### config.mk
export PLATFORM = sky130hd
export DESIGN_NAME = gpio_top
export DESIGN_NICKNAME = d
export VERILOG_FILES = /design/src/source/gpio_pkg.sv /design/src/source/gpio_input_sync.sv /design/src/source/gpio_irq_status.sv /design/src/source/gpio_reg_exec.sv /design/src/source/gpio_req_decode.sv /design/src/source/gpio_rsp_stage.sv /design/src/source/gpio_top.sv
export VERILOG_INCLUDE_DIRS = /design/src /design/src/source
export SDC_FILE = /design/constraint.sdc
export NUM_CORES = 1
export LEC_CHECK = 0
export BUFFER_PORTS_ARGS = -buffer_cell sky130_fd_sc_hd__buf_2
export CORE_ASPECT_RATIO = 0.6
export CORE_MARGIN = 3
export CORE_UTILIZATION = 50
export CTS_CLUSTER_SIZE = 20
export DETAILED_ROUTE_END_ITERATION = 8
export PLACE_DENSITY = 0.7
export SYNTH_ARGS = -nofsm -noshare
export SYNTH_HDL_FRONTEND = slang
export SYNTH_SLANG_ARGS = --single-unit
### constraint.sdc
create_clock -name clk -period 8.35 [get_ports clk]
set_input_delay 0.4175 -clock clk [delete_from_list [all_inputs] [get_ports clk]]
set_output_delay 0.4175 -clock clk [all_outputs]
set_load 0.01 [all_outputs]
### src/source/gpio_settings.svh
/*
 * GPIO block settings
 * Pin count, register map word indexes, widths and register reset values
 */
`ifndef GPIO_SETTINGS_SVH
`define GPIO_SETTINGS_SVH

// ####################
// Widths
// ####################
`define GPIO_N  24          // Number of pins
`define GPIO_DW 32          // Register data width
`define GPIO_AW 6           // Word index, address bits 7:2

// ####################
// Register map
// ####################
`define GPIO_ODATA     0    // Output data
`define GPIO_ODATAAND  1    // Output data AND
`define GPIO_ODATAORR  2    // Output data OR
`define GPIO_ODATAXOR  3    // Output data XOR
`define GPIO_OEN       4    // Output enables
`define GPIO_IDATA     5    // Synchronized input data, read only
`define GPIO_IMASK     6    // Interrupt mask
`define GPIO_IPOL      7    // Edge polarity, 1 means rising
`define GPIO_ISTATUS   8    // Sticky edge status, write one to clear

// Reset values
`define GPIO_ODATA_RST {`GPIO_N{1'b0}}
`define GPIO_OEN_RST   {`GPIO_N{1'b0}}
`define GPIO_IMASK_RST {`GPIO_N{1'b0}}
`define GPIO_IPOL_RST  {`GPIO_N{1'b1}}   // All pins watch rising edges

`endif

### src/source/gpio_pkg.sv
/*
 * GPIO types
 * Vector typedefs, register names and the structs passed along the pipeline
 */
`include "gpio_settings.svh"

package gpio_pkg;

   typedef logic [`GPIO_N-1:0]  pin_vec_t;   // One bit per pin
   typedef logic [`GPIO_DW-1:0] reg_data_t;  // Register word
   typedef logic [`GPIO_AW-1:0] reg_idx_t;   // Register word index

   // Register names on the index
   typedef enum reg_idx_t {
      IDX_ODATA    = `GPIO_ODATA,
      IDX_ODATAAND = `GPIO_ODATAAND,
      IDX_ODATAORR = `GPIO_ODATAORR,
      IDX_ODATAXOR = `GPIO_ODATAXOR,
      IDX_OEN      = `GPIO_OEN,
      IDX_IDATA    = `GPIO_IDATA,
      IDX_IMASK    = `GPIO_IMASK,
      IDX_IPOL     = `GPIO_IPOL,
      IDX_ISTATUS  = `GPIO_ISTATUS
   } reg_name_e;

   // Host request, 39 bits
   typedef struct packed {
      logic      write;   // 1 write, 0 read
      reg_idx_t  idx;
      reg_data_t data;    // Write data
   } gpio_req_t;

   // One-hot register selection
   typedef struct packed {
      logic unknown;      // No register at this index
      logic istatus;
      logic ipol;
      logic imask;
      logic idata;
      logic oen;
      logic odataxor;
      logic odataorr;
      logic odataand;
      logic odata;
   } reg_sel_t;

   // Decode to execute
   typedef struct packed {
      logic      write;
      reg_sel_t  sel;
      reg_data_t data;
   } gpio_dec_t;

   // Response to host
   typedef struct packed {
      reg_data_t rdata;   // Zero for writes
      logic      err;     // Unknown index or IDATA write
   } gpio_rsp_t;

endpackage

### src/source/gpio_input_sync.sv
/*
 * GPIO input synchronizer
 * Two-flop synchronizer, input data register and per-pin edge detect
 */
`timescale 1ns/1ps

module gpio_input_sync
   import gpio_pkg::*;
(
   input  logic     clk,
   input  logic     arst_n,
   input  pin_vec_t io_in,   // Asynchronous pin inputs
   output pin_vec_t idata,   // Synchronized input data
   output pin_vec_t rise,    // One-cycle pulse on 0 to 1
   output pin_vec_t fall     // One-cycle pulse on 1 to 0
);

   pin_vec_t sync_q1;   // First stage, may go metastable
   pin_vec_t sync_q2;   // Second stage, settled
   pin_vec_t idata_q;   // IDATA one cycle back

   // ####################
   // Synchronizer
   // ####################
   always_ff @(posedge clk or negedge arst_n) begin
      if (!arst_n) begin
         sync_q1 <= '0;
         sync_q2 <= '0;
      end else begin
         sync_q1 <= io_in;
         sync_q2 <= sync_q1;
      end
   end

   // ####################
   // Input data and history
   // ####################
   always_ff @(posedge clk or negedge arst_n) begin
      if (!arst_n) begin
         idata   <= '0;
         idata_q <= '0;
      end else begin
         idata   <= sync_q2;   // Three edges after the pin
         idata_q <= idata;
      end
   end

   // Edge compare against the previous value
   assign rise = idata & ~idata_q;
   assign fall = ~idata & idata_q;

endmodule

### src/source/gpio_irq_status.sv
/*
 * GPIO interrupt status
 * Sticky per-pin edge events, write-one-to-clear, masked interrupt outputs
 */
`timescale 1ns/1ps

module gpio_irq_status
   import gpio_pkg::*;
(
   input  logic     clk,
   input  logic     arst_n,
   input  pin_vec_t rise,        // Rising edge pulses
   input  pin_vec_t fall,        // Falling edge pulses
   input  pin_vec_t ipol,        // 1 rising, 0 falling
   input  pin_vec_t imask,       // 1 lets the pin interrupt
   input  pin_vec_t status_clr,  // Bits written to ISTATUS
   output pin_vec_t istatus,     // Sticky status
   output logic     gpio_irq,    // Combined interrupt
   output pin_vec_t gpio_data    // Per-pin interrupts
);

   pin_vec_t event_hit;   // Edge in the selected direction

   // ####################
   // Event select
   // ####################
   assign event_hit = (rise & ipol) | (fall & ~ipol);

   // ####################
   // Sticky status
   // ####################
   always_ff @(posedge clk or negedge arst_n) begin
      if (!arst_n) begin
         istatus <= '0;
      end else begin
         // A new event beats a clear in the same cycle
         istatus <= (istatus & ~status_clr) | event_hit;
      end
   end

   // ####################
   // Interrupt outputs
   // ####################
   // Logic only, no extra flop after status
   assign gpio_data = istatus & imask;
   assign gpio_irq  = |gpio_data;

endmodule

### src/source/gpio_reg_exec.sv
/*
 * GPIO execute stage
 * Output data, enable, mask and polarity registers; applies writes, samples reads
 */
`timescale 1ns/1ps
`include "gpio_settings.svh"

module gpio_reg_exec
   import gpio_pkg::*;
(
   input  logic      clk,
   input  logic      arst_n,
   input  logic      dec_valid,
   output logic      dec_ready,
   input  gpio_dec_t dec,
   output logic      exe_valid,
   input  logic      exe_ready,
   output gpio_rsp_t exe_rsp,
   input  pin_vec_t  idata,
   input  pin_vec_t  istatus,
   output pin_vec_t  io_out,
   output pin_vec_t  io_en,
   output pin_vec_t  imask,
   output pin_vec_t  ipol,
   output pin_vec_t  status_clr
);

   gpio_dec_t item;          // Request held in this stage
   logic      exe_go;        // Item leaves for the response stage
   logic      wr_go;         // Held write commits now
   pin_vec_t  wdata;
   pin_vec_t  odata_nxt;
   pin_vec_t  oen_nxt;
   pin_vec_t  imask_nxt;
   pin_vec_t  ipol_nxt;
   pin_vec_t  istatus_view;  // Status as a following read must see it
   gpio_rsp_t rsp_nxt;

   assign dec_ready = ~exe_valid | exe_ready;
   assign exe_go    = exe_valid & exe_ready;
   assign wr_go     = exe_go & item.write;
   assign wdata     = item.data[`GPIO_N-1:0];

   // ####################
   // Write commit
   // ####################
   always_comb begin
      odata_nxt = io_out;
      oen_nxt   = io_en;
      imask_nxt = imask;
      ipol_nxt  = ipol;
      if (wr_go) begin
         if (item.sel.odata)
            odata_nxt = wdata;
         else if (item.sel.odataand)
            odata_nxt = io_out & wdata;
         else if (item.sel.odataorr)
            odata_nxt = io_out | wdata;
         else if (item.sel.odataxor)
            odata_nxt = io_out ^ wdata;
         if (item.sel.oen)
            oen_nxt = wdata;
         if (item.sel.imask)
            imask_nxt = wdata;
         if (item.sel.ipol)
            ipol_nxt = wdata;
      end
   end

   assign status_clr   = (wr_go && item.sel.istatus) ? wdata : '0;  // W1C pulse
   assign istatus_view = istatus & ~status_clr;

   // ####################
   // Read sample
   // ####################
   // Reads look at next-state values so a write just ahead is visible
   always_comb begin
      rsp_nxt = '0;
      if (dec.sel.unknown)
         rsp_nxt.err = 1'b1;
      else if (dec.write)
         rsp_nxt.err = dec.sel.idata;  // IDATA is read only
      else if (dec.sel.oen)
         rsp_nxt.rdata = reg_data_t'(oen_nxt);
      else if (dec.sel.idata)
         rsp_nxt.rdata = reg_data_t'(idata);
      else if (dec.sel.imask)
         rsp_nxt.rdata = reg_data_t'(imask_nxt);
      else if (dec.sel.ipol)
         rsp_nxt.rdata = reg_data_t'(ipol_nxt);
      else if (dec.sel.istatus)
         rsp_nxt.rdata = reg_data_t'(istatus_view);
      else
         rsp_nxt.rdata = reg_data_t'(odata_nxt);  // ODATA and its AND/OR/XOR aliases
   end

   always_ff @(posedge clk or negedge arst_n) begin
      if (!arst_n) begin
         exe_valid <= 1'b0;
         io_out    <= `GPIO_ODATA_RST;
         io_en     <= `GPIO_OEN_RST;
         imask     <= `GPIO_IMASK_RST;
         ipol      <= `GPIO_IPOL_RST;
      end else begin
         if (dec_ready)
            exe_valid <= dec_valid;
         io_out <= odata_nxt;
         io_en  <= oen_nxt;
         imask  <= imask_nxt;
         ipol   <= ipol_nxt;
      end
   end

   always_ff @(posedge clk) begin
      if (dec_valid && dec_ready) begin
         item    <= dec;
         exe_rsp <= rsp_nxt;
      end
   end

   // Decoder hands over exactly one register flag
   a_sel_onehot: assert property (@(posedge clk) disable iff (!arst_n)
      dec_valid |-> $onehot(dec.sel))
      else $error("Decoded selection not one-hot");

   // Stalled response holds until taken
   a_exe_stable: assert property (@(posedge clk) disable iff (!arst_n)
      exe_valid && !exe_ready |=> exe_valid && $stable(exe_rsp))
      else $error("Execute response changed under back-pressure");

endmodule

### src/source/gpio_req_decode.sv
/*
 * GPIO request decode stage
 * Takes a host request and registers a one-hot register selection with it
 */
`timescale 1ns/1ps

module gpio_req_decode
   import gpio_pkg::*;
(
   input  logic      clk,
   input  logic      arst_n,
   // Host request
   input  logic      req_valid,
   output logic      req_ready,
   input  gpio_req_t req,
   // Toward execute stage
   output logic      dec_valid,
   input  logic      dec_ready,
   output gpio_dec_t dec
);

   reg_sel_t sel_nxt;   // Selection for the incoming request

   // ####################
   // Index compare
   // ####################
   always_comb begin
      sel_nxt = '0;
      case (req.idx)
         IDX_ODATA:    sel_nxt.odata    = 1'b1;
         IDX_ODATAAND: sel_nxt.odataand = 1'b1;
         IDX_ODATAORR: sel_nxt.odataorr = 1'b1;
         IDX_ODATAXOR: sel_nxt.odataxor = 1'b1;
         IDX_OEN:      sel_nxt.oen      = 1'b1;
         IDX_IDATA:    sel_nxt.idata    = 1'b1;
         IDX_IMASK:    sel_nxt.imask    = 1'b1;
         IDX_IPOL:     sel_nxt.ipol     = 1'b1;
         IDX_ISTATUS:  sel_nxt.istatus  = 1'b1;
         default:      sel_nxt.unknown  = 1'b1;  // Hole in the map
      endcase
   end

   // ####################
   // Output register
   // ####################
   // Empty, or emptied this cycle by the execute stage
   assign req_ready = ~dec_valid | dec_ready;

   always_ff @(posedge clk or negedge arst_n) begin
      if (!arst_n) begin
         dec_valid <= 1'b0;
      end else if (req_ready) begin
         dec_valid <= req_valid;  // Load or drain
      end
   end

   // Payload, only loaded on a transfer
   always_ff @(posedge clk) begin
      if (req_valid && req_ready) begin
         dec <= '{write: req.write, sel: sel_nxt, data: req.data};
      end
   end

endmodule

### src/source/gpio_rsp_stage.sv
/*
 * GPIO response stage
 * Response register with valid/ready toward the host
 */
`timescale 1ns/1ps

module gpio_rsp_stage
   import gpio_pkg::*;
(
   input  logic      clk,
   input  logic      arst_n,
   // From execute stage
   input  logic      exe_valid,
   output logic      exe_ready,
   input  gpio_rsp_t exe_rsp,
   // To host
   output logic      rsp_valid,
   input  logic      rsp_ready,
   output gpio_rsp_t rsp
);

   logic load;   // Execute stage hands over a response

   // ####################
   // Handshake
   // ####################
   // Room when empty or the host takes the current one
   assign exe_ready = ~rsp_valid | rsp_ready;
   assign load      = exe_valid & exe_ready;

   always_ff @(posedge clk or negedge arst_n) begin
      if (!arst_n) begin
         rsp_valid <= 1'b0;
      end else if (exe_ready) begin
         rsp_valid <= exe_valid;  // Refill or go empty
      end
   end

   // ####################
   // Response register
   // ####################
   always_ff @(posedge clk) begin
      if (load) begin
         rsp <= exe_rsp;
      end
   end

   // Host sees the same response until it takes it
   a_rsp_stable: assert property (@(posedge clk) disable iff (!arst_n)
      rsp_valid && !rsp_ready |=> rsp_valid && $stable(rsp))
      else $error("Response changed while stalled");

endmodule

### src/source/gpio_top.sv
/*
 * GPIO top level
 * Decode, execute and response stages with input sync and interrupt status
 */
`timescale 1ns/1ps

module gpio_top
   import gpio_pkg::*;
(
   input  logic      clk,
   input  logic      arst_n,
   // Register requests
   input  logic      req_valid,
   output logic      req_ready,
   input  gpio_req_t req,
   // Responses
   output logic      rsp_valid,
   input  logic      rsp_ready,
   output gpio_rsp_t rsp,
   // Pins
   input  pin_vec_t  io_in,
   output pin_vec_t  io_out,
   output pin_vec_t  io_en,
   // Interrupts
   output logic      gpio_irq,
   output pin_vec_t  gpio_data
);

   // ####################
   // Stage links
   // ####################
   logic      dec_valid;
   logic      dec_ready;
   gpio_dec_t dec;
   logic      exe_valid;
   logic      exe_ready;
   gpio_rsp_t exe_rsp;

   // Side paths
   pin_vec_t idata;
   pin_vec_t rise;
   pin_vec_t fall;
   pin_vec_t imask;
   pin_vec_t ipol;
   pin_vec_t status_clr;
   pin_vec_t istatus;

   gpio_req_decode i_decode (
      .clk, .arst_n,
      .req_valid, .req_ready, .req,
      .dec_valid, .dec_ready, .dec
   );

   gpio_reg_exec i_exec (
      .clk, .arst_n,
      .dec_valid, .dec_ready, .dec,
      .exe_valid, .exe_ready, .exe_rsp,
      .idata, .istatus,
      .io_out, .io_en, .imask, .ipol, .status_clr
   );

   gpio_rsp_stage i_rsp (
      .clk, .arst_n,
      .exe_valid, .exe_ready, .exe_rsp,
      .rsp_valid, .rsp_ready, .rsp
   );

   gpio_input_sync i_sync (
      .clk, .arst_n,
      .io_in, .idata, .rise, .fall
   );

   gpio_irq_status i_irq (
      .clk, .arst_n,
      .rise, .fall, .ipol, .imask, .status_clr,
      .istatus, .gpio_irq, .gpio_data
   );

endmodule
==> After elaboration in Yosys (flattened, before gate mapping) <==
Index checks and enable logic that the tools add are counted.
{ "op_classes": {"n_addsub": 0, "multipliers": 0, "n_div": 0, "magnitude_cmp": 0, "eq_ne": 8, "n_shift": 0, "mux": 28, "bitwise_logic": 23, "n_reduce_logical": 8} }
{ "ops": {"columns": ["operator", "n"], "rows": [
  ["two-way mux 24 bit", 17],
  ["bitwise AND 24 bit", 7],
  ["NOT 24 bit", 4],
  ["OR 24 bit", 3],
  ["== test 6 x 3 -> 1 bit, second input constant", 4],
  ["OR reduction 24 bit", 1],
  ["XOR 24 bit", 1],
  ["== test 6 x 2 -> 1 bit, second input constant", 2],
  ["two-way mux 1 bit", 11],
  ["OR reduction 9 bit", 1],
  ["== test 6 x 1 -> 1 bit, second input constant", 1],
  ["== test 6 x 4 -> 1 bit, second input constant", 1],
  ["logical NOT 6 bit", 1],
  ["OR reduction 6 bit", 1],
  ["logical AND 1 bit", 3],
  ["NOT 1 bit", 3],
  ["OR 1 bit", 3],
  ["bitwise AND 1 bit", 2],
  ["OR reduction 2 bit", 1]
]} }
{ "word_totals": {"reg_bits": 353, "latchBits": 0, "ram_bits": 0, "rom_bits": 0, "inputBits": 67, "elab_cells": 106, "mem_count": 0} }

==> Depth between registers and ports, before layout <==
{ "depth": {"ltp_word": 13, "mapped_depth": 9} }

==> By module <==
A second synthesis with hierarchy kept.
{ "hier_totals": {"hier_cells": 1243, "hier_area_um2": 15453.6} }
{ "by_module_without_submodules": {"columns": ["mod", "n_inst", "cells_per_inst", "area_each_um2", "seq_area_each_um2"], "rows": [
  ["gpio_reg_exec", 1, 869, 8872.3, 4199.0],
  ["gpio_input_sync", 1, 144, 2822.7, 2402.3],
  ["gpio_req_decode", 1, 64, 1442.6, 1316.3],
  ["gpio_irq_status", 1, 129, 1271.2, 600.6],
  ["gpio_rsp_stage", 1, 37, 1044.8, 1016.0]
]} }

==> Worst setup path before layout <==
Ideal clock, no wire load.
{ "synth_timing": {"kind": "register to register", "start": "register i_rsp.rsp_valid", "end": "register, netlist name i_exec.exe_rsp[0]", "arrival_time_ps": 5179, "t_required_ps": 7788, "slack_ps": 2609, "path_stages_with_launch": 5, "n_path_buf": 2, "period_less_slack_ps": 5741, "cell_sequence": "dfrtp_1 > nor2b_1 > clkbuf_1 > clkbuf_1 > a21boi_0"} }
{ "synth_between": {"elab_chain_cells": 4} }
{ "synth_rtl": {"columns": ["element", "line_no", "source"], "rows": [
  ["from (decl)", "gpio_rsp_stage.sv:17", "output logic rsp_valid,"],
  ["from (signal assigned)", "gpio_rsp_stage.sv:35", "rsp_valid <= exe_valid;"],
  ["NOT 1 bit", "gpio_rsp_stage.sv:28", "assign exe_ready = ~rsp_valid | rsp_ready;"],
  ["OR 1 bit", "gpio_rsp_stage.sv:28", null],
  ["OR 1 bit", "gpio_reg_exec.sv:39", "assign dec_ready = ~exe_valid | exe_ready;"],
  ["logical AND 1 bit", "gpio_reg_exec.sv:115", "if (dec_valid && dec_ready) begin"]
]} }
No other way between the ends.
A chain may end at the register's enable or synchronous reset.

==> Worst setup path in the final report <==
{ "layout_timing": {"start": "register i_irq.istatus[10]", "end": "output gpio_irq"} }
{ "layout_between": {"elab_chain_cells": 2} }
{ "layout_rtl": {"columns": ["element", "line_no", "source"], "rows": [
  ["from (decl)", "gpio_irq_status.sv:17", "output pin_vec_t istatus,"],
  ["from (signal assigned)", "gpio_irq_status.sv:37", "istatus <= (istatus & ~status_clr) | event_hit;"],
  ["bitwise AND 24 bit", "gpio_irq_status.sv:45", "assign gpio_data = istatus & imask;"],
  ["OR reduction 24 bit", "gpio_irq_status.sv:46", "assign gpio_irq = |gpio_data;"],
  ["to (decl)", "gpio_top.sv:25", "output logic gpio_irq,"]
]} }
No other way between the ends.

==> impl_metrics.json <==
{
  "max_freq_mhz": 293.0,
  "p_per_area_mw_per_mm2": 276.6,
  "crit_arrival_ns": 3.00,
  "status": "finished, final reports clean",
  "fp-row-count": 47,
  "synth_top_area_share": 0.3354,
  "grt_max_degree": 82,
  "worst_setup_path_end_kind": "output port",
  "layout-drive-gt1-share": 0.2108,
  "hold_ws_ns": 0.01816,
  "critical_path_class": "reg2out",
  "cts_tree": "done",
  "period_needed_ns": 3.413,
  "hold_viol": 0,
  "post_drt_wl_per_cell_um": 22.47,
  "synth_top_cell_by_area": "dfrtp_1",
  "final_util": 0.6072,
  "synthFlopType": "dfrtp_1",
  "power_mw": 4.721,
  "startpoint_type": "register",
  "slew_viol_final": 0,
  "yosys_warnings": 0,
  "hold_path.class": "in2reg",
  "cts_sinks": 337,
  "drc": 0,
  "die_y_um": 138.1,
  "grt_overflow": 0,
  "synth_edf_count": 118,
  "numCtsBuffers": 31,
  "fin_ws_ns": 4.937,
  "cp.required_ns": 7.93,
  "peakVddDrop_mv": 0.1662,
  "power.leakage_nw": 7.381,
  "slew_headroom": 0.1191,
  "fin_skew_ns": 0.01778,
  "htreeDepth": 1,
  "tightest_slew_ns": 1.314,
  "ios": 175,
  "die_width_um": 226.2,
  "area_delta_synth_final_pct": 17.30,
  "clk_pin_slew_worst_paths_ns": 0.07,
  "routed_wl_mm": 38.96,
  "rsz0062_at_grt": "no",
  "synthArstFlopShare": 0.6499,
  "viasPerCell": 5.845,
  "die-area_mm2": 0.03125,
  "synth_cells": 1165,
  "dp.cells": 1644,
  "hpwl_mm": 24.89,
  "dr.pass1.iters": 5,
  "cts_root_buf": "clkbuf_16",
  "ys_seq_area_frac": 0.6222,
  "core-area_mm2": 0.02811,
  "drt_iter0_drc": 1038,
  "routabilityCongestion": 0.8636,
  "netlist_area_mm2": 0.01455,
  "place_ws_ns": 4.919,
  "yosysMostFrequentCell": "dfrtp_1",
  "r2r_slack_ns": 4.98,
  "path_cells": "and2_1 > or4_1 > or4_1 > or4_1 > buf_2",
  "crit_top_cell": "or4_1",
  "cp_max_fo": 3,
  "max_stage_delay_ns": 0.61,
  "first_global_vias": 9763,
  "fin_area_mm2": 0.01707,
  "ys_types": 55,
  "fin_cells": 1734,
  "via_count": 10140,
  "cp_slowest_cell": "or4_1",
  "synth.area.top_cells": "dfrtp_1 (34%), edfxtp_1 (24%), dfstp_2 (4.3%)",
  "grt_first_pass_wirelength_mm": 59.53,
  "fin_nets": 1457,
  "tns_ns": 0,
  "clock_latency_ns": 0.58,
  "setup_viol": 0,
  "antenna_found_initial": 2,
  "ys_ff_latch": 337,
  "clock_path_buffers": 3,
  "yosys-top-cells-count": "dfrtp_1 (195), edfxtp_1 (118), nand2_1 (97)",
  "start_util": 0.5176,
  "syn_area_per_cell_um2": 12.49,
  "port_buffers": 158,
  "maxCapViolCount": 0,
  "finalCritPeriodShare": 0.4087,
  "placed_area_mm2": 0.01568,
  "grt.total_usage": 0.2492,
  "antenna_left": 0
}
-- state kept, by name, summed over array words and instances (netlist names) --
signal	flops
i_decode.dec	35
i_decode.dec_valid	1
i_exec.exe_rsp	25
i_exec.exe_valid	1
i_exec.imask	24
i_exec.io_en	24
i_exec.io_out	24
i_exec.ipol	24
i_exec.item	33
i_irq.istatus	24
i_rsp.rsp	25
i_rsp.rsp_valid	1
i_sync.idata	24
i_sync.idata_q	24
i_sync.sync_q1	24
i_sync.sync_q2	24
-- final cells by class --
type | count | area, um2
Tap cell | 367 | 459.2
Multi-Input combinational cell | 709 | 5024
Fill cell | 2202 | 11040
Timing Repair Buffer | 207 | 1249
Clock inverter | 21 | 255.2
Antenna cell | 1 | 2.502
Clock buffer | 36 | 814.5
Inverter | 56 | 210.2
Sequential cell | 337 | 9054
-- power by group --
part / switching [mW] / leakage [nW] / internal [mW]
registers: 0.202 / 3.66 / 2.02
logic: 0.597 / 3.20 / 0.404
clock network: 0.640 / 0.521 / 0.857
-- critical path: cells and delay by family (launching register included) --
family / cells / cell delay, ns
flops: 1 / 0.39
simple gates: 4 / 1.86
buf+inv: 1 / 0.16
-- cell usage in the layout (no fill, tap or decap), types with 8 or more instances in the layout --
cell type	n
a21oi_1	68
o22ai_1	14
nor2_1	73
conb_1	8
o211a_1	15
o21ai_0	27
dlygate4sd3_1	32
clkbuf_16	31
mux2_2	24
mux2i_1	23
o211ai_1	26
a211o_1	11
dfrtp_1	195
nand2_1	97
edfxtp_1	118
a32o_1	8
nand2b_1	23
or3b_1	18
dfstp_2	24
and2_1	24
a21o_1	21
a211oi_1	20
buf_4	17
o221ai_1	15
mux2_1	47
a22oi_1	15
buf_2	157
ha_1	48
o31ai_1	17
inv_1	56
-- worst paths after layout --
path	cells past startpoint	start	endpoint
setup / recovery	5	i_irq.istatus[10]	gpio_irq
hold / removal	1	req[21]	i_decode.dec[21]
setup reg to reg	5	i_exec.exe_valid	i_exec.exe_rsp[18]
hold reg to reg	0	i_sync.sync_q2[11]	i_sync.idata[11]
max in group asynchronous	3	arst_n	i_exec.io_out[8]
min in group asynchronous	2	arst_n	i_sync.sync_q2[15]
-- metal layers --
metal / GRT usage / part of all wire / up-vias
met2: 0.3475 / 0.42 / 447
li1: - / - / 4582
met5: 0 / 0.00026 / -
met4: 0.06074 / 0.022 / 2
met1: 0.3906 / 0.46 / 5041
met3: 0.06229 / 0.098 / 64
-- cell families after synthesis --
kind of cell             Yosys count  synth area share
adder cells (fa/ha/maj)           48           0.04128
AO/OA/AOI/OAI                    284            0.1365
other                              1         0.0002577
flip-flops                       337            0.6222
multiplexers                      94           0.07077
AND/OR/NAND/NOR                  275           0.09296
buffers and inverters            126           0.03603
-- what timing repair did --
item                                    4_1_cts  5_1_grt
endpoints found under the setup margin        0        0
endpoints found under the hold margin       102        0
hold buffers                                 32        0
buffers inserted                              0        0
resized for setup                             0        0
Power figures use the tool's default switching activity.
